## config.mk

```make
export PLATFORM = sky130hd
export DESIGN_NAME = egr_top
export DESIGN_NICKNAME = d
export VERILOG_FILES = /design/src/egr_cfg_pkg.sv /design/src/egr_types_pkg.sv /design/src/egr_tag_unit.sv /design/src/egr_fetch_sched.sv /design/src/prc.sv /design/src/egr_regs.sv /design/src/egr_top.sv
export SDC_FILE = /design/constraint.sdc
export NUM_CORES = 1
export LEC_CHECK = 0
export ABC_AREA = 1
export BUFFER_PORTS_ARGS = -buffer_cell sky130_fd_sc_hd__buf_2
export CAP_MARGIN = 20
export CORE_MARGIN = 1.5
export CORE_UTILIZATION = 53
export DETAILED_ROUTE_END_ITERATION = 7
export PLACE_DENSITY_LB_ADDON = 0.25
export REMOVE_ABC_BUFFERS = 1
export SETUP_SLACK_MARGIN = 0.1
export SYNTH_ARGS = -nofsm -noshare
export SYNTH_HDL_FRONTEND = slang
export SYNTH_SLANG_ARGS = --single-unit
```

## constraint.sdc

```tcl
create_clock -name clk -period 3.05 [get_ports clk]
set_input_delay 0.4575 -clock clk [delete_from_list [all_inputs] [get_ports clk]]
set_output_delay 0.4575 -clock clk [all_outputs]
set_load 0.05 [all_outputs]
```

## src/egr_cfg_pkg.sv

```systemverilog
// Egress fetch path configuration
// Queue count, tag FIFO sizing, APB register map and reset values
// Packet read controller state encoding
`default_nettype none

package egr_cfg_pkg;

    // --------------------
    // Queues and tag FIFOs
    localparam int QUEUE_COUNT    = 4;
    localparam int TAG_FIFO_DEPTH = 4;
    localparam int TAG_PTR_W      = $clog2(TAG_FIFO_DEPTH);
    // One extra bit so a full FIFO can be told apart from an empty one
    localparam int TAG_CNT_W      = $clog2(TAG_FIFO_DEPTH + 1);

    // --------------------
    // APB register offsets
    localparam logic [3:0] REG_QEN      = 4'h0;
    localparam logic [3:0] REG_PKT_CNT  = 4'h4;
    localparam logic [3:0] REG_WORD_CNT = 4'h8;

    // All queues enabled out of reset
    localparam logic [QUEUE_COUNT-1:0] QEN_RESET = '1;

    // Packet read controller states
    typedef enum logic [1:0] {
        wait_fetch,
        get_tag,
        fetch_data,
        fetch_ctrl
    } prc_state_t;

endpackage

`default_nettype wire

```

## src/egr_types_pkg.sv

```systemverilog
// Egress datapath types
// Queue, pointer and count vectors, APB bus widths
// Packet tag and memory read request structs, word type
`default_nettype none

package egr_types_pkg;

    // --------------------
    // Plain vectors
    typedef logic [$clog2(egr_cfg_pkg::QUEUE_COUNT)-1:0] queue_t;
    // One bit per queue
    typedef logic [egr_cfg_pkg::QUEUE_COUNT-1:0] qmask_t;
    typedef logic [11:0] seg_ptr_t;
    // Data words per packet, 1 to 15
    typedef logic [3:0]  wd_cnt_t;
    typedef logic [15:0] stat_cnt_t;
    typedef logic [3:0]  apb_addr_t;
    typedef logic [31:0] apb_data_t;

    typedef enum logic {
        word_data = 1'b0,
        word_ctrl = 1'b1
    } word_type_t;

    // --------------------
    // Tag as pushed into the per-queue FIFOs
    typedef struct packed {
        queue_t   queue;
        seg_ptr_t seg_ptr;
        wd_cnt_t  wd_cnt;
    } tag_t;

    // Word read request toward shared memory
    typedef struct packed {
        seg_ptr_t   seg_ptr;
        wd_cnt_t    wd_sel;     // word index inside the segment
        word_type_t word_type;
        queue_t     queue;
        logic       sop;
        logic       eop;
    } rreq_t;

endpackage

`default_nettype wire

```

## src/egr_tag_unit.sv

```systemverilog
// Tag management for the egress fetch path
// One circular tag FIFO per queue, push by the queue inside the tag
// Head entry and pop selected by queue index, non-empty mask out
`timescale 1ns/1ps
`default_nettype none

module egr_tag_unit (
    input  wire logic                  clk,
    input  wire logic                  rst_n,
    input  wire egr_types_pkg::tag_t   tag_in,
    input  wire logic                  tag_valid,
    output logic                       tag_ready,
    output egr_types_pkg::qmask_t      nonempty,
    input  wire logic                  pop,
    input  wire egr_types_pkg::queue_t pop_queue,
    output egr_types_pkg::tag_t        head_tag
);

    // Tag storage
    egr_types_pkg::tag_t fifo_mem [egr_cfg_pkg::QUEUE_COUNT][egr_cfg_pkg::TAG_FIFO_DEPTH];

    logic [egr_cfg_pkg::TAG_PTR_W-1:0] rd_ptr [egr_cfg_pkg::QUEUE_COUNT];
    logic [egr_cfg_pkg::TAG_PTR_W-1:0] wr_ptr [egr_cfg_pkg::QUEUE_COUNT];
    logic [egr_cfg_pkg::TAG_CNT_W-1:0] count  [egr_cfg_pkg::QUEUE_COUNT];

    // Low during reset, high from the first edge after it
    logic ready_en;
    logic push;

    // Ready only looks at the queue that the incoming tag addresses
    assign tag_ready = ready_en &&
                       (count[tag_in.queue] != egr_cfg_pkg::TAG_CNT_W'(egr_cfg_pkg::TAG_FIFO_DEPTH));
    assign push      = tag_valid && tag_ready;

    // Head of the queue the controller is looking at
    assign head_tag  = fifo_mem[pop_queue][rd_ptr[pop_queue]];

    always_comb begin
        for (int q = 0; q < egr_cfg_pkg::QUEUE_COUNT; q++) begin
            nonempty[q] = (count[q] != '0);
        end
    end

    // --------------------
    // Pointers and counts
    always_ff @(posedge clk or negedge rst_n) begin
        if (!rst_n) begin
            ready_en <= 1'b0;
            for (int q = 0; q < egr_cfg_pkg::QUEUE_COUNT; q++) begin
                rd_ptr[q] <= '0;
                wr_ptr[q] <= '0;
                count[q]  <= '0;
            end
        end else begin
            ready_en <= 1'b1;
            for (int q = 0; q < egr_cfg_pkg::QUEUE_COUNT; q++) begin
                // Push and pop on the same queue leave the count as is
                if (push && tag_in.queue == q) begin
                    wr_ptr[q] <= wr_ptr[q] + 1'b1;
                end
                if (pop && pop_queue == q) begin
                    rd_ptr[q] <= rd_ptr[q] + 1'b1;
                end
                if ((push && tag_in.queue == q) && !(pop && pop_queue == q)) begin
                    count[q] <= count[q] + 1'b1;
                end else if (!(push && tag_in.queue == q) && (pop && pop_queue == q)) begin
                    count[q] <= count[q] - 1'b1;
                end
            end
        end
    end

    // Write the tag into its own queue
    always_ff @(posedge clk) begin
        if (push) begin
            fifo_mem[tag_in.queue][wr_ptr[tag_in.queue]] <= tag_in;
        end
    end

endmodule

`default_nettype wire

```

## src/egr_fetch_sched.sv

```systemverilog
// Packet fetch scheduler
// Round-robin pick among queues that are non-empty and enabled
// One grant at a time toward the packet read controller
`timescale 1ns/1ps
`default_nettype none

module egr_fetch_sched (
    input  wire logic                  clk,
    input  wire logic                  rst_n,
    input  wire egr_types_pkg::qmask_t nonempty,
    input  wire egr_types_pkg::qmask_t qen,
    output logic                       grant_valid,
    output egr_types_pkg::queue_t      grant_queue,
    input  wire logic                  grant_ready
);

    // Last queue granted, search starts one past it
    egr_types_pkg::queue_t last_q_r;

    egr_types_pkg::qmask_t eligible;

    assign eligible = nonempty & qen;

    // --------------------
    // Round-robin search
    always_comb begin
        egr_types_pkg::queue_t idx;
        logic                  found;

        found       = 1'b0;
        grant_queue = last_q_r;
        for (int i = 1; i <= egr_cfg_pkg::QUEUE_COUNT; i++) begin
            idx = egr_types_pkg::queue_t'((int'(last_q_r) + i) % egr_cfg_pkg::QUEUE_COUNT);
            // First eligible queue in rotation order wins
            if (!found && eligible[idx]) begin
                found       = 1'b1;
                grant_queue = idx;
            end
        end
        grant_valid = found;
    end

    // Pointer moves only on an accepted grant
    always_ff @(posedge clk or negedge rst_n) begin
        if (!rst_n) begin
            // Points at the last queue so queue 0 is served first
            last_q_r <= egr_types_pkg::queue_t'(egr_cfg_pkg::QUEUE_COUNT - 1);
        end else if (grant_valid && grant_ready) begin
            last_q_r <= grant_queue;
        end
    end

endmodule

`default_nettype wire

```

## src/prc.sv

```systemverilog
// Packet read controller
// Takes a granted queue, pops its head tag and walks the packet
// One read request per data word, then one control word request
`timescale 1ns/1ps
`default_nettype none

module prc (
    input  wire logic                  clk,
    input  wire logic                  rst_n,
    input  wire logic                  grant_valid,
    input  wire egr_types_pkg::queue_t grant_queue,
    output logic                       grant_ready,
    output logic                       pop,
    output egr_types_pkg::queue_t      pop_queue,
    input  wire egr_types_pkg::tag_t   head_tag,
    output egr_types_pkg::rreq_t       rreq,
    output logic                       rreq_valid,
    input  wire logic                  rreq_ready,
    output logic                       pkt_done,
    output logic                       word_done
);

    egr_cfg_pkg::prc_state_t state_r;

    // Packet context, latched from grant and tag
    egr_types_pkg::queue_t   queue_r;
    egr_types_pkg::seg_ptr_t seg_ptr_r;
    egr_types_pkg::wd_cnt_t  wd_cnt_r;

    // Current word index, ends at wd_cnt for the control word
    egr_types_pkg::wd_cnt_t  word_cnt_r;

    logic last_data;
    logic accepted;

    assign last_data = (word_cnt_r == wd_cnt_r - egr_types_pkg::wd_cnt_t'(1));
    assign accepted  = rreq_valid && rreq_ready;

    // --------------------
    // Handshakes
    assign grant_ready = (state_r == egr_cfg_pkg::wait_fetch);
    // Grant implies a non-empty queue, so the head tag is there
    assign pop         = (state_r == egr_cfg_pkg::get_tag);
    assign pop_queue   = queue_r;

    assign rreq_valid  = (state_r == egr_cfg_pkg::fetch_data) ||
                         (state_r == egr_cfg_pkg::fetch_ctrl);
    assign word_done   = accepted;
    assign pkt_done    = accepted && (state_r == egr_cfg_pkg::fetch_ctrl);

    // Request built from registers only, steady under back-pressure
    always_comb begin
        rreq.seg_ptr   = seg_ptr_r;
        rreq.wd_sel    = word_cnt_r;
        rreq.word_type = (state_r == egr_cfg_pkg::fetch_ctrl) ?
                         egr_types_pkg::word_ctrl : egr_types_pkg::word_data;
        rreq.queue     = queue_r;
        // Markers on data words only
        rreq.sop       = (state_r == egr_cfg_pkg::fetch_data) && (word_cnt_r == '0);
        rreq.eop       = (state_r == egr_cfg_pkg::fetch_data) && last_data;
    end

    // --------------------
    // State machine
    always_ff @(posedge clk or negedge rst_n) begin
        if (!rst_n) begin
            state_r    <= egr_cfg_pkg::wait_fetch;
            word_cnt_r <= '0;
        end else begin
            case (state_r)
                egr_cfg_pkg::wait_fetch: begin
                    if (grant_valid) begin
                        state_r <= egr_cfg_pkg::get_tag;
                    end
                end
                egr_cfg_pkg::get_tag: begin
                    word_cnt_r <= '0;
                    state_r    <= egr_cfg_pkg::fetch_data;
                end
                egr_cfg_pkg::fetch_data: begin
                    // Counter steps onto wd_cnt after the last data word
                    if (rreq_ready) begin
                        word_cnt_r <= word_cnt_r + egr_types_pkg::wd_cnt_t'(1);
                        if (last_data) begin
                            state_r <= egr_cfg_pkg::fetch_ctrl;
                        end
                    end
                end
                egr_cfg_pkg::fetch_ctrl: begin
                    if (rreq_ready) begin
                        state_r <= egr_cfg_pkg::wait_fetch;
                    end
                end
                default: state_r <= egr_cfg_pkg::wait_fetch;
            endcase
        end
    end

    // Packet context capture
    always_ff @(posedge clk) begin
        if (grant_valid && grant_ready) begin
            queue_r <= grant_queue;
        end
        if (pop) begin
            seg_ptr_r <= head_tag.seg_ptr;
            wd_cnt_r  <= head_tag.wd_cnt;
        end
    end

endmodule

`default_nettype wire

```

## src/egr_regs.sv

```systemverilog
// APB register block for the egress fetch path
// Queue enable mask, read-only packet and word counters
`timescale 1ns/1ps
`default_nettype none

module egr_regs (
    input  wire logic                     clk,
    input  wire logic                     rst_n,
    input  wire logic                     psel,
    input  wire logic                     penable,
    input  wire logic                     pwrite,
    input  wire egr_types_pkg::apb_addr_t paddr,
    input  wire egr_types_pkg::apb_data_t pwdata,
    output egr_types_pkg::apb_data_t      prdata,
    output logic                          pready,
    output logic                          pslverr,
    input  wire logic                     pkt_done,
    input  wire logic                     word_done,
    output egr_types_pkg::qmask_t         qen
);

    egr_types_pkg::qmask_t    qen_r;
    egr_types_pkg::stat_cnt_t pkt_cnt_r;
    egr_types_pkg::stat_cnt_t word_cnt_r;

    logic access;
    logic hit_qen;
    logic hit_cnt;

    // --------------------
    // Address decode
    assign access  = psel && penable;
    assign hit_qen = (paddr == egr_cfg_pkg::REG_QEN);
    assign hit_cnt = (paddr == egr_cfg_pkg::REG_PKT_CNT) ||
                     (paddr == egr_cfg_pkg::REG_WORD_CNT);

    // No wait states
    assign pready  = 1'b1;
    // Unknown offset, or a write to a read-only counter
    assign pslverr = access && (!(hit_qen || hit_cnt) || (pwrite && hit_cnt));
    assign qen     = qen_r;

    always_comb begin
        case (paddr)
            egr_cfg_pkg::REG_QEN:      prdata = egr_types_pkg::apb_data_t'(qen_r);
            egr_cfg_pkg::REG_PKT_CNT:  prdata = egr_types_pkg::apb_data_t'(pkt_cnt_r);
            egr_cfg_pkg::REG_WORD_CNT: prdata = egr_types_pkg::apb_data_t'(word_cnt_r);
            default:                   prdata = '0;
        endcase
    end

    // --------------------
    // Enable mask
    always_ff @(posedge clk or negedge rst_n) begin
        if (!rst_n) begin
            qen_r <= egr_cfg_pkg::QEN_RESET;
        end else if (access && pwrite && hit_qen) begin
            qen_r <= pwdata[egr_cfg_pkg::QUEUE_COUNT-1:0];
        end
    end

    // Statistics, wrap at 16 bits
    always_ff @(posedge clk or negedge rst_n) begin
        if (!rst_n) begin
            pkt_cnt_r  <= '0;
            word_cnt_r <= '0;
        end else begin
            if (pkt_done) begin
                pkt_cnt_r <= pkt_cnt_r + 1'b1;
            end
            if (word_done) begin
                word_cnt_r <= word_cnt_r + 1'b1;
            end
        end
    end

endmodule

`default_nettype wire

```

## src/egr_top.sv

```systemverilog
// Egress packet fetch path top level
// Tag unit, fetch scheduler, packet read controller, APB registers
`timescale 1ns/1ps
`default_nettype none

module egr_top (
    input  wire logic                     clk,
    input  wire logic                     rst_n,
    // Tag push
    input  wire egr_types_pkg::tag_t      tag_in,
    input  wire logic                     tag_valid,
    output logic                          tag_ready,
    // Memory read requests
    output egr_types_pkg::rreq_t          rreq,
    output logic                          rreq_valid,
    input  wire logic                     rreq_ready,
    // APB
    input  wire logic                     psel,
    input  wire logic                     penable,
    input  wire logic                     pwrite,
    input  wire egr_types_pkg::apb_addr_t paddr,
    input  wire egr_types_pkg::apb_data_t pwdata,
    output egr_types_pkg::apb_data_t      prdata,
    output logic                          pready,
    output logic                          pslverr
);

    // --------------------
    // Internal nets
    egr_types_pkg::qmask_t nonempty;
    egr_types_pkg::qmask_t qen;
    egr_types_pkg::tag_t   head_tag;
    egr_types_pkg::queue_t pop_queue;
    egr_types_pkg::queue_t grant_queue;
    logic                  pop;
    logic                  grant_valid;
    logic                  grant_ready;
    logic                  pkt_done;
    logic                  word_done;

    egr_tag_unit tag_unit_i (
        .clk, .rst_n, .tag_in, .tag_valid, .tag_ready,
        .nonempty, .pop, .pop_queue, .head_tag
    );

    egr_fetch_sched fetch_sched_i (
        .clk, .rst_n, .nonempty, .qen,
        .grant_valid, .grant_queue, .grant_ready
    );

    prc prc_i (
        .clk, .rst_n, .grant_valid, .grant_queue, .grant_ready,
        .pop, .pop_queue, .head_tag,
        .rreq, .rreq_valid, .rreq_ready, .pkt_done, .word_done
    );

    egr_regs regs_i (
        .clk, .rst_n, .psel, .penable, .pwrite, .paddr, .pwdata,
        .prdata, .pready, .pslverr, .pkt_done, .word_done, .qen
    );

endmodule

`default_nettype wire

```

### After elaboration in Yosys (flattened, before gate mapping)

Memories as Yosys holds them, arrays and structs flattened. A register that Yosys moved wholly into a read port is not among the register bits.
Cells that the tools add are included.

* register bits after elaboration: 91
* RAM bits: 288
* input bits: 61
* output and inout bits: 57
* word-level logic and storage cells: 192
* memories kept: 1

Memories
* tag_unit_i.fifo_mem: depth 4, bits a word 72, read ports 1, clocked after memory_dff 1, write ports 1, line egr_tag_unit.sv:20 `egr_types_pkg::tag_t fifo_mem [egr_cfg_pkg::QUEUE_COUNT][egr_cfg_pkg::TAG_FIFO_DEPTH];`

* add/sub/neg operators: 24
* order comparisons: 9
* equality and inequality tests: 17
* multiplexer cells: 50
* bitwise operators: 5
* reductions and logical operators: 64

Operators by type and width (count)
* $mux 72: 1
* $pmux 16 s3: 1
* $bmux 18 s2: 1
* $demux 18 s2: 1
* $add 16x1->16 const B: 2
* $logic_and 1x1->1: 32
* $mux 16: 2
* $mux 3: 10
* $mux 2: 13
* $add 2x1->2 const B: 10
* $mux 18: 1
* $add 3x1->3 const B: 4
* $eq 2x2->1 const B: 6
* $ge 3x3->1 const B: 4
* $logic_not 1->1: 12
* $lt 2x3->1 const B: 4
* $not 2->3: 4
* $reduce_bool 3->1: 4
* $sub 3x1->3 const B: 4
* $mux 1: 10
* $reduce_bool 2->1: 5
* $bmux 1 s2: 4
* $bmux 2 s2: 2
* $logic_not 4->1: 2
* other kinds (20): 30

### Logic depth before layout (Yosys ltp)

Gate-level depths: netlist (run 1).

* depth after elaboration: 16
* gate-level depth with buffers: 15
* depth with buffers taken out: 15

### By module

Synthesis (run 1) repeated with hierarchy kept, for this count alone.

* cells, all modules: 1639
* area total of the unflattened synthesis: 16921.2 µm²

By module, submodules not included
* egr_tag_unit: instances 1, cells each 1186, area an instance 13188.9 µm², sequential area each 9374.0 µm²
* egr_regs: instances 1, cells each 279, area an instance 2160.8 µm², sequential area each 905.9 µm²
* prc: instances 1, cells each 106, area an instance 1154.9 µm², sequential area each 690.7 µm²
* egr_fetch_sched: instances 1, cells each 68, area an instance 416.6 µm², sequential area each 52.6 µm²

### Least setup slack after synthesis (run 1)

Ideal clock, no wire load.

* kind: input-to-output
* from: in paddr[1]
* to: out prdata[11]
* arrival: 2451 ps
* required time: 2592 ps
* setup slack: 141 ps
* stages: 6
* buffers on the path: 1
* path through: nor2_1 > inv_1 > nor3_1 > inv_1 > clkbuf_1 > o21ai_0

* cells in the longest elaborated chain, start to end: 2
* elaborated cells between the ends (all ways): 4
* those cells by class: 2 x eq/ne; 1 x mux; 1 x reduce/logical

RTL lines
* start: declaration: line egr_top.sv:21 `input wire egr_types_pkg::apb_addr_t paddr,`
* $eq 4x4->1, or another cell as far along: line egr_regs.sv:44 `case (paddr)`
* $pmux 16 s3 (*): line egr_regs.sv:44
* end: declaration: line egr_top.sv:23 `output egr_types_pkg::apb_data_t prdata,`

Every way passes the cells marked *; elsewhere a longest branch is shown, timed or not.

==> results.json, run 1 <==
{
  "gp_congestion": 0.801,
  "reg2reg_depth": 7,
  "drc": 0,
  "die_w_um": 173,
  "crit_start": "prc_i.wd_cnt_r[0]",
  "grt_max_degree": 74,
  "htreeDepth": 2,
  "clock.fmax_mhz": 391,
  "rows": 62,
  "synthArstFlopShare_pct": 20.9,
  "tritoncts": "yes",
  "cts-buffers-inserted": 38,
  "vdd_drop_max_v": 0.000773,
  "syn_avg_cell_area_um2": 12.0,
  "maxSlewHeadroom_pct": 36.3,
  "track_usage_pct": 20.1,
  "clkSinkCount": 349,
  "worst_pin_slew_ns": 0.956,
  "crit_end": "rreq[0]",
  "setup_slack_ns": 0.489,
  "drive_above_1_share_pct": 14.7,
  "syn2layout_area_growth_pct": 13.2,
  "ys.flop_type": "edfxtp_1",
  "final_cells": 1776,
  "dr.pass1.iters": 5,
  "final_antenna_net_count": 0,
  "crit_fanout": 3,
  "ios": 118,
  "dp_slack_ns": 0.504,
  "yosysSeqAreaShare_pct": 66.0,
  "synth_top_area_cell": "edfxtp_1",
  "grt_pass1_vias": 8979,
  "skew_ns": 0.0141,
  "critical_path_cell_count": 9,
  "synth_cells": 1276,
  "coreArea_um2": 28500,
  "via_per_inst": 5.28,
  "root_buffer": "clkbuf_16",
  "crit_buf_inv": 3,
  "wl_per_cell_um": 16.8,
  "grt_antenna_before_repair": 1,
  "leakagePower_nw": 6.94,
  "wirelength_um": 29800,
  "crit_path_start_kind": "flip-flop",
  "yosysWarnings": 0,
  "cp_slowest_cell": "edfxtp_1",
  "r2r-end": "tag_unit_i.count[7]",
  "period_needed_ns": 2.56,
  "cts_setup_buffers": 0,
  "cts.reportedPaths.clkPinSlew_ns": 0.06,
  "synth_top_area_share_pct": 53.8,
  "vias": 9385,
  "cp_top_family": "simple AND/OR/NAND/NOR gates",
  "whs_ns": 0.0296,
  "cts_resized": 0,
  "cp.required_ns": 2.59,
  "critical_path.max_stage_delay_ns": 0.43,
  "syn_area_um2": 15300,
  "period_share_pct": 84.0,
  "drv_cap": 0,
  "synth-edff-count": 274,
  "final_common_cell": "edfxtp_1",
  "dp.cells": 1713,
  "arrival_ns": 2.10,
  "rrSetupSlack_ns": 0.66,
  "clk_path_buf_depth": 3,
  "initial_core_util_pct": 53.6,
  "status": "completed",
  "power.total_mw": 16.2,
  "final_nets": 1448,
  "drt-initial-drc-count": 539,
  "dieHeight_um": 173,
  "synthDistinctLibCells": 44,
  "portBuffers": 72,
  "dpl.hpwl_um": 17800,
  "crit_chain": "inv_1, ha_1, inv_1, nand2_1, nand2_1, and3_1, nand3_1, nor2_1, buf_2",
  "die_area_um2": 29900,
  "num-fill-cells": 2258,
  "ys_ff_latch": 349,
  "slew_violations": 0,
  "rsz0062_at_grt": "no",
  "layout_common_cells": "274 x edfxtp_1, 157 x inv_1, 154 x o21ai_0",
  "clk_latency_ns": 0.52,
  "path_class": "flip-flop to output port",
  "setup_viol": 0,
  "overflow": 0,
  "reg2reg_from": "prc_i.state_r[1]",
  "cp-end-kind": "output port",
  "hold_class": "primary input to async pin",
  "placed_area_um2": 16200,
  "synth_area_leaders": "edfxtp_1 54%, dfrtp_1 11%, o21ai_0 5.0%",
  "grt_pass1_wl_um": 47000,
  "holdBufCountCts": 0,
  "stdcell_area_um2": 17300,
  "power.density_nw_per_um2": 935,
  "hold_viol_final": 0
}
cell families (layout without fill, tap and decap cells):
kind of cell               Yosys count  in the layout  share of synthesized area (%)
DFF                                349            349                           66.0
AOI/OAI and AO/OA                  290            290                           10.1
and+or+nand+nor                    265            265                           8.01
buffers and inverters              227            326                           6.28
muxes                               69             69                           4.56
xor gates and xnor gates            56             56                           3.25
adders and majority gates           18             18                           1.67
other                                2             19                         0.0491
registers in the layout (all words and copies together), names as in the netlist, named ones only:
name                    cells
prc_i.seg_ptr_r            12
prc_i.wd_cnt_r              4
regs_i.qen                  4
prc_i.word_cnt_r            4
tag_unit_i.rd_ptr           8
tag_unit_i.fifo_mem       256
fetch_sched_i.last_q_r      2
tag_unit_i.ready_en         1
prc_i.pop_queue             2
tag_unit_i.wr_ptr           8
prc_i.state_r               2
tag_unit_i.count           12
regs_i.pkt_cnt_r           16
regs_i.word_cnt_r          16
how the worst min path moves through the flow:
| stage | slack [ns] | endpoint | cells after the start |
|---|---|---|---|
| floorplan | 0.16 | prc_i.state_r[0] | 0 |
| global placement | 0.46 | regs_i.pkt_cnt_r[15] | 2 |
| global route | 0.12 | regs_i.word_cnt_r[13] | 1 |
| CTS | 0.11 | regs_i.word_cnt_r[12] | 1 |
| finish | 0.03 | regs_i.word_cnt_r[13] | 1 |
| detailed placement | 0.46 | regs_i.word_cnt_r[14] | 1 |
area by class of cell:
cell class | count | area, um^2 | area share [%]
antenna | 1 | 2.50 | 0.0145
clock buffer | 48 | 1060 | 6.13
clock inverter | 14 | 58.8 | 0.340
inverter | 161 | 604 | 3.49
multi-input combinational | 716 | 4370 | 25.2
sequential | 349 | 10100 | 58.4
tap | 384 | 480 | 2.77
timing repair buffer | 103 | 633 | 3.66
report_power, final:
group / leakage [nW] / total [mW] / switching (mW) / internal, mW
Combinational: 3.04 / 5.66 / 3.74 / 1.93
Sequential: 3.36 / 6.38 / 0.499 / 5.88
Clock: 0.545 / 4.15 / 1.71 / 2.43
Total: 6.94 / 16.2 / 5.95 / 10.2
synth_stat cells, drive strengths merged (2+ instances only):
master	n
nand2	109
nor3	24
buf	44
o21bai	16
o21ai	166
dfstp	6
xor2	42
nor2	78
o22ai	28
a21oi	73
nand3	40
nand4	10
dfxtp	2
mux2i	64
o221ai	3
mux2	5
ha	14
fa	4
xnor2	14
conb	2
o211ai	2
dfrtp	67
edfxtp	274
clkbuf	22
inv	161
per-layer routing:
layer  vias to the layer above  share of wire (%)  GRT usage (%)
met5                         -                  0              0
met4                         0                3.0           7.14
met3                        57                5.6           3.98
met2                       228                 49           34.0
met1                      4506                 42           25.8
li1                       4594                  -              -
metrics by stage:
stage / util [%] / setup TNS [ns]
3_3_place_gp: 56.7 / 0
2_1_floorplan: - / -31.48
3_5_place_dp: 56.7 / 0
5_1_grt: 60.6 / 0
6_report: 60.7 / 0
4_1_cts: 60.6 / 0
Power figures use the tool's default switching activity.
==> inputs of run 2 (changes only) <==
--- a/config.mk
+++ b/config.mk
@@ -5,7 +5,7 @@
 export SDC_FILE = /design/constraint.sdc
 export NUM_CORES = 1
 export LEC_CHECK = 0
-export ABC_AREA = 1
+export ABC_AREA = 0
 export BUFFER_PORTS_ARGS = -buffer_cell sky130_fd_sc_hd__buf_2
 export CAP_MARGIN = 20
 export CORE_MARGIN = 1.5
==> constraint.sdc (replaced) <==
create_clock -name clk -period 2.1 [get_ports clk]
set_input_delay 0.315 -clock clk [delete_from_list [all_inputs] [get_ports clk]]
set_output_delay 0.315 -clock clk [all_outputs]
set_load 0.05 [all_outputs]
==> results.json, run 2 <==
{
  "final_nets": 1307,
  "maxSlewHeadroom_pct": 59.8,
  "skew_ns": 0.0136,
  "drive_above_1_share_pct": 33.5,
  "synth.most_common_cell": "edfxtp_1",
  "vdd_drop_max_v": 0.000766,
  "drt-initial-drc-count": 932,
  "wirelength_um": 38200,
  "hold_class": "primary input to flip-flop",
  "via_per_inst": 5.82,
  "drc": 0,
  "die_w_um": 170,
  "clock.fmax_mhz": 379,
  "grt_max_degree": 38,
  "synthDistinctLibCells": 61,
  "synth_cells": 969,
  "crit_chain": "or3b_4, mux4_2, buf_6, and2_4, buf_6",
  "clk_latency_ns": 0.53,
  "grt_pass1_wl_um": 56600,
  "cp_slowest_cell": "mux4_2",
  "clkSinkCount": 349,
  "crit_top_cell": "buf_6",
  "fin_util_pct": 71.2,
  "hold_viol_final": 0,
  "leakagePower_nw": 7.42,
  "coreArea_um2": 27100,
  "grt_pass1_vias": 9583,
  "rows": 60,
  "wl_per_cell_um": 23.4,
  "rsz0062_at_grt": "yes",
  "period_needed_ns": 2.64,
  "synth_common_cells": "274 x edfxtp_1, 96 x mux2i_1, 95 x nand2_1",
  "portBuffers": 72,
  "ys_ff_latch": 349,
  "synthSimpleGateAreaFrac_pct": 8.03,
  "synth-edff-count": 274,
  "synth_top_area_cell": "edfxtp_1",
  "arrival_ns": 2.32,
  "crit_fanout": 2,
  "synth_top_family_by_area": "multiplexers",
  "synth_compound_area_share_pct": 6.09,
  "dpl.hpwl_um": 20900,
  "setup_slack_ns": -0.535,
  "worst_pin_slew_ns": 0.602,
  "synth_fa_ha_area_share_pct": 1.73,
  "track_usage_pct": 26.8,
  "tritoncts": "yes",
  "largest_register_ffs": 256,
  "tns_ns": -80.80,
  "syn_avg_cell_area_um2": 15.2,
  "synth_top_area_share_pct": 55.9,
  "path_class": "flip-flop to output port",
  "violations": "setup timing",
  "drv_cap": 0,
  "slew_violations": 0,
  "yosys.area_share.xor_xnor_pct": 3.75,
  "die_area_um2": 28800,
  "final_common_cell": "edfxtp_1",
  "layout_common_cells": "274 x edfxtp_1, 104 x buf_4, 95 x nand2_1",
  "ys.flop_type": "edfxtp_1",
  "initial_core_util_pct": 54.3,
  "crit_buf_inv": 2,
  "htreeDepth": 2,
  "root_buffer": "clkbuf_16",
  "synthArstFlopShare_pct": 20.9,
  "period_share_pct": 125,
  "cp.required_ns": 1.78,
  "syn2layout_area_growth_pct": 31.2,
  "cts.reportedPaths.clkPinSlew_ns": 0.06,
  "setup_viol": 290,
  "cp_top_family": "simple AND/OR/NAND/NOR gates",
  "ios": 118,
  "synth_area_leaders": "edfxtp_1 56%, dfrtp_1 11%, mux2i_1 6.5%",
  "cp-end-kind": "output port",
  "yosysWarnings": 0,
  "status": "finished, violations left",
  "critical_path.max_stage_delay_ns": 0.56,
  "clk_path_buf_depth": 3,
  "crit_path_start_kind": "flip-flop",
  "gp_congestion": 0.803,
  "final_antenna_net_count": 0,
  "power.density_nw_per_um2": 1340,
  "vias": 9474,
  "overflow": 0,
  "muxShareOfSynthArea_pct": 8.90,
  "dr.pass1.iters": 5,
  "dp_slack_ns": -0.599,
  "grt_antenna_before_repair": 2,
  "whs_ns": 0.0175,
  "syn_area_um2": 14700,
  "yosysSeqAreaShare_pct": 68.6,
  "cts-buffers-inserted": 38,
  "dieHeight_um": 170
}
[run 2: metal layers]
metal,part of all wire [%],track usage (%),vias up
met4,3.1,9.85,2
met1,39,34.4,4804
met2,51,45.9,412
li1,-,-,4181
met3,7.0,4.76,75
met5,0.024,0,-
[run 2: worst register-to-register path, cell delays in order (launching register included)]
cell     delay (ns)
dfrtp_1        0.37
or3b_4         0.42
mux4_2         0.56
nand3_4        0.18
nor2_4         0.07
ha_4           0.16
inv_2          0.05
fa_1           0.41
mux2_4         0.28
[run 2: kinds of logic (layout without fill, tap and decap cells)]
logic type,after synthesis,in the layout
adder cells (fa/ha/maj),18,18
AO/OA/AOI/OAI,102,102
multiplexers,119,119
AND/OR/NAND/NOR,239,239
buffers and inverters,77,347
flip-flops,349,349
XOR/XNOR,63,63
other,2,19
[run 2: where the power goes]
part / internal [mW] / switching, mW / leakage, nW
Combinational: 5.02 / 5.39 / 3.46
Clock: 3.71 / 2.61 / 0.564
Sequential: 8.44 / 0.658 / 3.39
Total: 17.2 / 8.65 / 7.42
[run 2: cell type report]
| class | instances | area [um^2] |
|---|---|---|
| fill | 1681 | 7790 |
| clock buffer | 53 | 1040 |
| antenna | 1 | 2.50 |
| inverter | 17 | 68.8 |
| sequential | 349 | 10100 |
| clock inverter | 14 | 133 |
| multi-input combinational | 559 | 4760 |
| timing repair buffer | 263 | 2740 |
| tap | 372 | 465 |
[run 2: path summary, 6_finish.rpt]
check	from	endpoint	slack [ns]	depth (start not counted)
max reg2reg	tag_unit_i.count[1]	tag_unit_i.count[4]	-0.52	8
min in group asynchronous	rst_n	tag_unit_i.wr_ptr[4]	0.31	2
min	pwdata[0]	regs_i.qen[0]	0.02	2
min reg2reg	tag_unit_i.wr_ptr[0]	tag_unit_i.wr_ptr[0]	0.48	1
max	tag_unit_i.count[1]	tag_ready	-0.54	5
max in group asynchronous	rst_n	fetch_sched_i.last_q_r[1]	1.16	3
[run 2: what timing repair did]
| item | 4_1_cts | 5_1_grt |
|---|---|---|
| buffers inserted | 36 | 11 |
| gates resized for setup | 117 | 49 |
| hold buffers | 1 | 0 |
| endpoints found under the setup margin | 299 | 299 |
| pin swaps | 31 | 30 |
| gates cloned | 18 | 1 |
| hold endpoints to repair | 31 | 0 |
[run 2: stage by stage]
stage | power, mW | std cells | cell area [um^2]
2_1_floorplan | 14.1 | 925 | 14400
3_3_place_gp | 17.1 | 1499 | 16700
3_5_place_dp | 17.3 | 1499 | 16700
4_1_cts | 25.3 | 1620 | 19100
5_1_grt | 26.8 | 1627 | 19300
6_report | 25.8 | 1628 | 19300
==> inputs of run 3 (changes only) <==
--- a/config.mk
+++ b/config.mk
@@ -5,13 +5,13 @@
 export SDC_FILE = /design/constraint.sdc
 export NUM_CORES = 1
 export LEC_CHECK = 0
-export ABC_AREA = 0
+export ABC_AREA = 1
 export BUFFER_PORTS_ARGS = -buffer_cell sky130_fd_sc_hd__buf_2
 export CAP_MARGIN = 20
 export CORE_MARGIN = 1.5
 export CORE_UTILIZATION = 53
 export DETAILED_ROUTE_END_ITERATION = 7
-export PLACE_DENSITY_LB_ADDON = 0.25
+export PLACE_DENSITY = 0.75
 export REMOVE_ABC_BUFFERS = 1
 export SETUP_SLACK_MARGIN = 0.1
 export SYNTH_ARGS = -nofsm -noshare
==> results.json, run 3 (synthesis gave the netlist of run 1 again) <==
{
  "status": "finished, violations left",
  "violations": "setup timing",
  "drive_above_1_share_pct": 24.5,
  "clkSinkCount": 349,
  "via_per_inst": 5.47,
  "final_nets": 1531,
  "cp_slowest_cell": "edfxtp_1",
  "ios": 118,
  "cp-end-kind": "output port",
  "power.density_nw_per_um2": 1370,
  "layout_common_cells": "274 x edfxtp_1, 151 x o21ai_0, 135 x inv_1",
  "tritoncts": "yes",
  "cp.required_ns": 1.78,
  "final_common_cell": "edfxtp_1",
  "critical_path.max_stage_delay_ns": 0.42,
  "grt_pass1_vias": 9742,
  "rsz0062_at_grt": "yes",
  "worst_pin_slew_ns": 0.524,
  "crit_chain": "inv_2, ha_4, inv_2, nand2_1, nand2_1, and3_4, nand3_4, nor2_4, buf_8",
  "dpl.hpwl_um": 19200,
  "largest_register_ffs": 256,
  "hold_viol_final": 0,
  "grt_antenna_before_repair": 1,
  "whs_ns": 0.0378,
  "cts.reportedPaths.clkPinSlew_ns": 0.06,
  "period_share_pct": 107,
  "slew_violations": 0,
  "arrival_ns": 1.93,
  "root_buffer": "clkbuf_16",
  "overflow": 0,
  "cts-buffers-inserted": 36,
  "crit_path_start_kind": "flip-flop",
  "diodes": 0,
  "path_class": "flip-flop to output port",
  "rows": 62,
  "hold_class": "primary input to flip-flop",
  "setup_viol": 6,
  "setup_slack_ns": -0.147,
  "portBuffers": 72,
  "wl_per_cell_um": 18.5,
  "clk_latency_ns": 0.52,
  "dieHeight_um": 173,
  "met2_usage_pct": 37.3,
  "grt.busiest_layer": "met2",
  "grt_max_degree": 43,
  "drt-initial-drc-count": 923,
  "crit_fanout": 2,
  "gp_congestion": 0.803,
  "wirelength_um": 34400,
  "syn2layout_area_growth_pct": 22.3,
  "dr.pass1.iters": 8,
  "dp_slack_ns": -0.193,
  "track_usage_pct": 21.7,
  "vdd_drop_max_v": 0.000888,
  "power.total_mw": 25.6,
  "num-fill-cells": 2065,
  "period_needed_ns": 2.25,
  "tns_ns": -0.560,
  "skew_ns": 0.0123,
  "initial_core_util_pct": 53.6,
  "vias": 10200,
  "htreeDepth": 2,
  "maxSlewHeadroom_pct": 65.1,
  "die_area_um2": 29900,
  "grtUsageMet3_pct": 3.74,
  "drv_cap": 0,
  "use_met1_pct": 28.3,
  "die_w_um": 173,
  "clock.fmax_mhz": 445,
  "coreArea_um2": 28500,
  "final_antenna_net_count": 0,
  "leakagePower_nw": 7.52,
  "drc": 0,
  "grt_pass1_wl_um": 50600,
  "clk_path_buf_depth": 3
}
## run 3: final timing paths
path	startpoint	cells after the start	slack, ns	endpoint
hold reg to reg	regs_i.pkt_cnt_r[15]	2	0.47	regs_i.pkt_cnt_r[15]
max in group asynchronous	rst_n	3	1.16	tag_unit_i.count[5]
hold / removal	pwdata[2]	2	0.04	regs_i.qen[2]
setup reg to reg	tag_unit_i.count[10]	11	-0.11	tag_unit_i.count[7]
setup / recovery	prc_i.wd_cnt_r[0]	9	-0.15	rreq[0]
min in group asynchronous	rst_n	2	0.32	regs_i.word_cnt_r[12]
## run 3: area by class of cell
class                           instances  area, um^2  area share, %
Sequential cell                       349       10100           54.0
Multi-Input combinational cell        716        4710           25.2
Inverter                              161         609           3.26
Clock buffer                           43         948           5.07
Tap cell                              384         480           2.57
Clock inverter                         18         161          0.863
Timing Repair Buffer                  188        1690           9.03
## run 3: metal layers
layer / part of all wire, % / up-vias
li1: - / 4775
met1: 41 / 4969
met2: 50 / 361
met3: 6.1 / 71
met4: 2.5 / 2
met5: 0.038 / -
## run 3: where the power goes
group	internal (mW)	switching (mW)	total (mW)
clock network	3.49	2.61	6.09
registers	8.54	0.708	9.25
logic	4.01	6.29	10.3
total	16.0	9.60	25.6
## run 3: critical path: cells and delay by family, from the launching register on
kind                       cells  cell delay [ns]
adders and majority gates      1             0.21
buffers and inverters          3             0.30
DFF                            1             0.42
and+or+nand+nor                5             0.47
## run 3: repair_timing
action                                  4_1_cts  5_1_grt
cloned                                        0        4
hold buffers                                  3        0
buffers inserted                             15       24
endpoints found under the setup margin       12      309
gates resized for setup                      48       77
hold endpoints to repair                     33        0
pin swaps                                    20       41
## run 3: metrics by stage
| step | cell area [um^2] | std cells | util (%) |
|---|---|---|---|
| after detailed placement | 16800 | 1760 | 58.9 |
| after floorplan | 15000 | 1226 | - |
| after global routing | 18700 | 1859 | 65.5 |
| final | 18700 | 1859 | 65.5 |
| after global placement | 16800 | 1760 | 58.9 |
| after CTS | 18200 | 1839 | 63.8 |
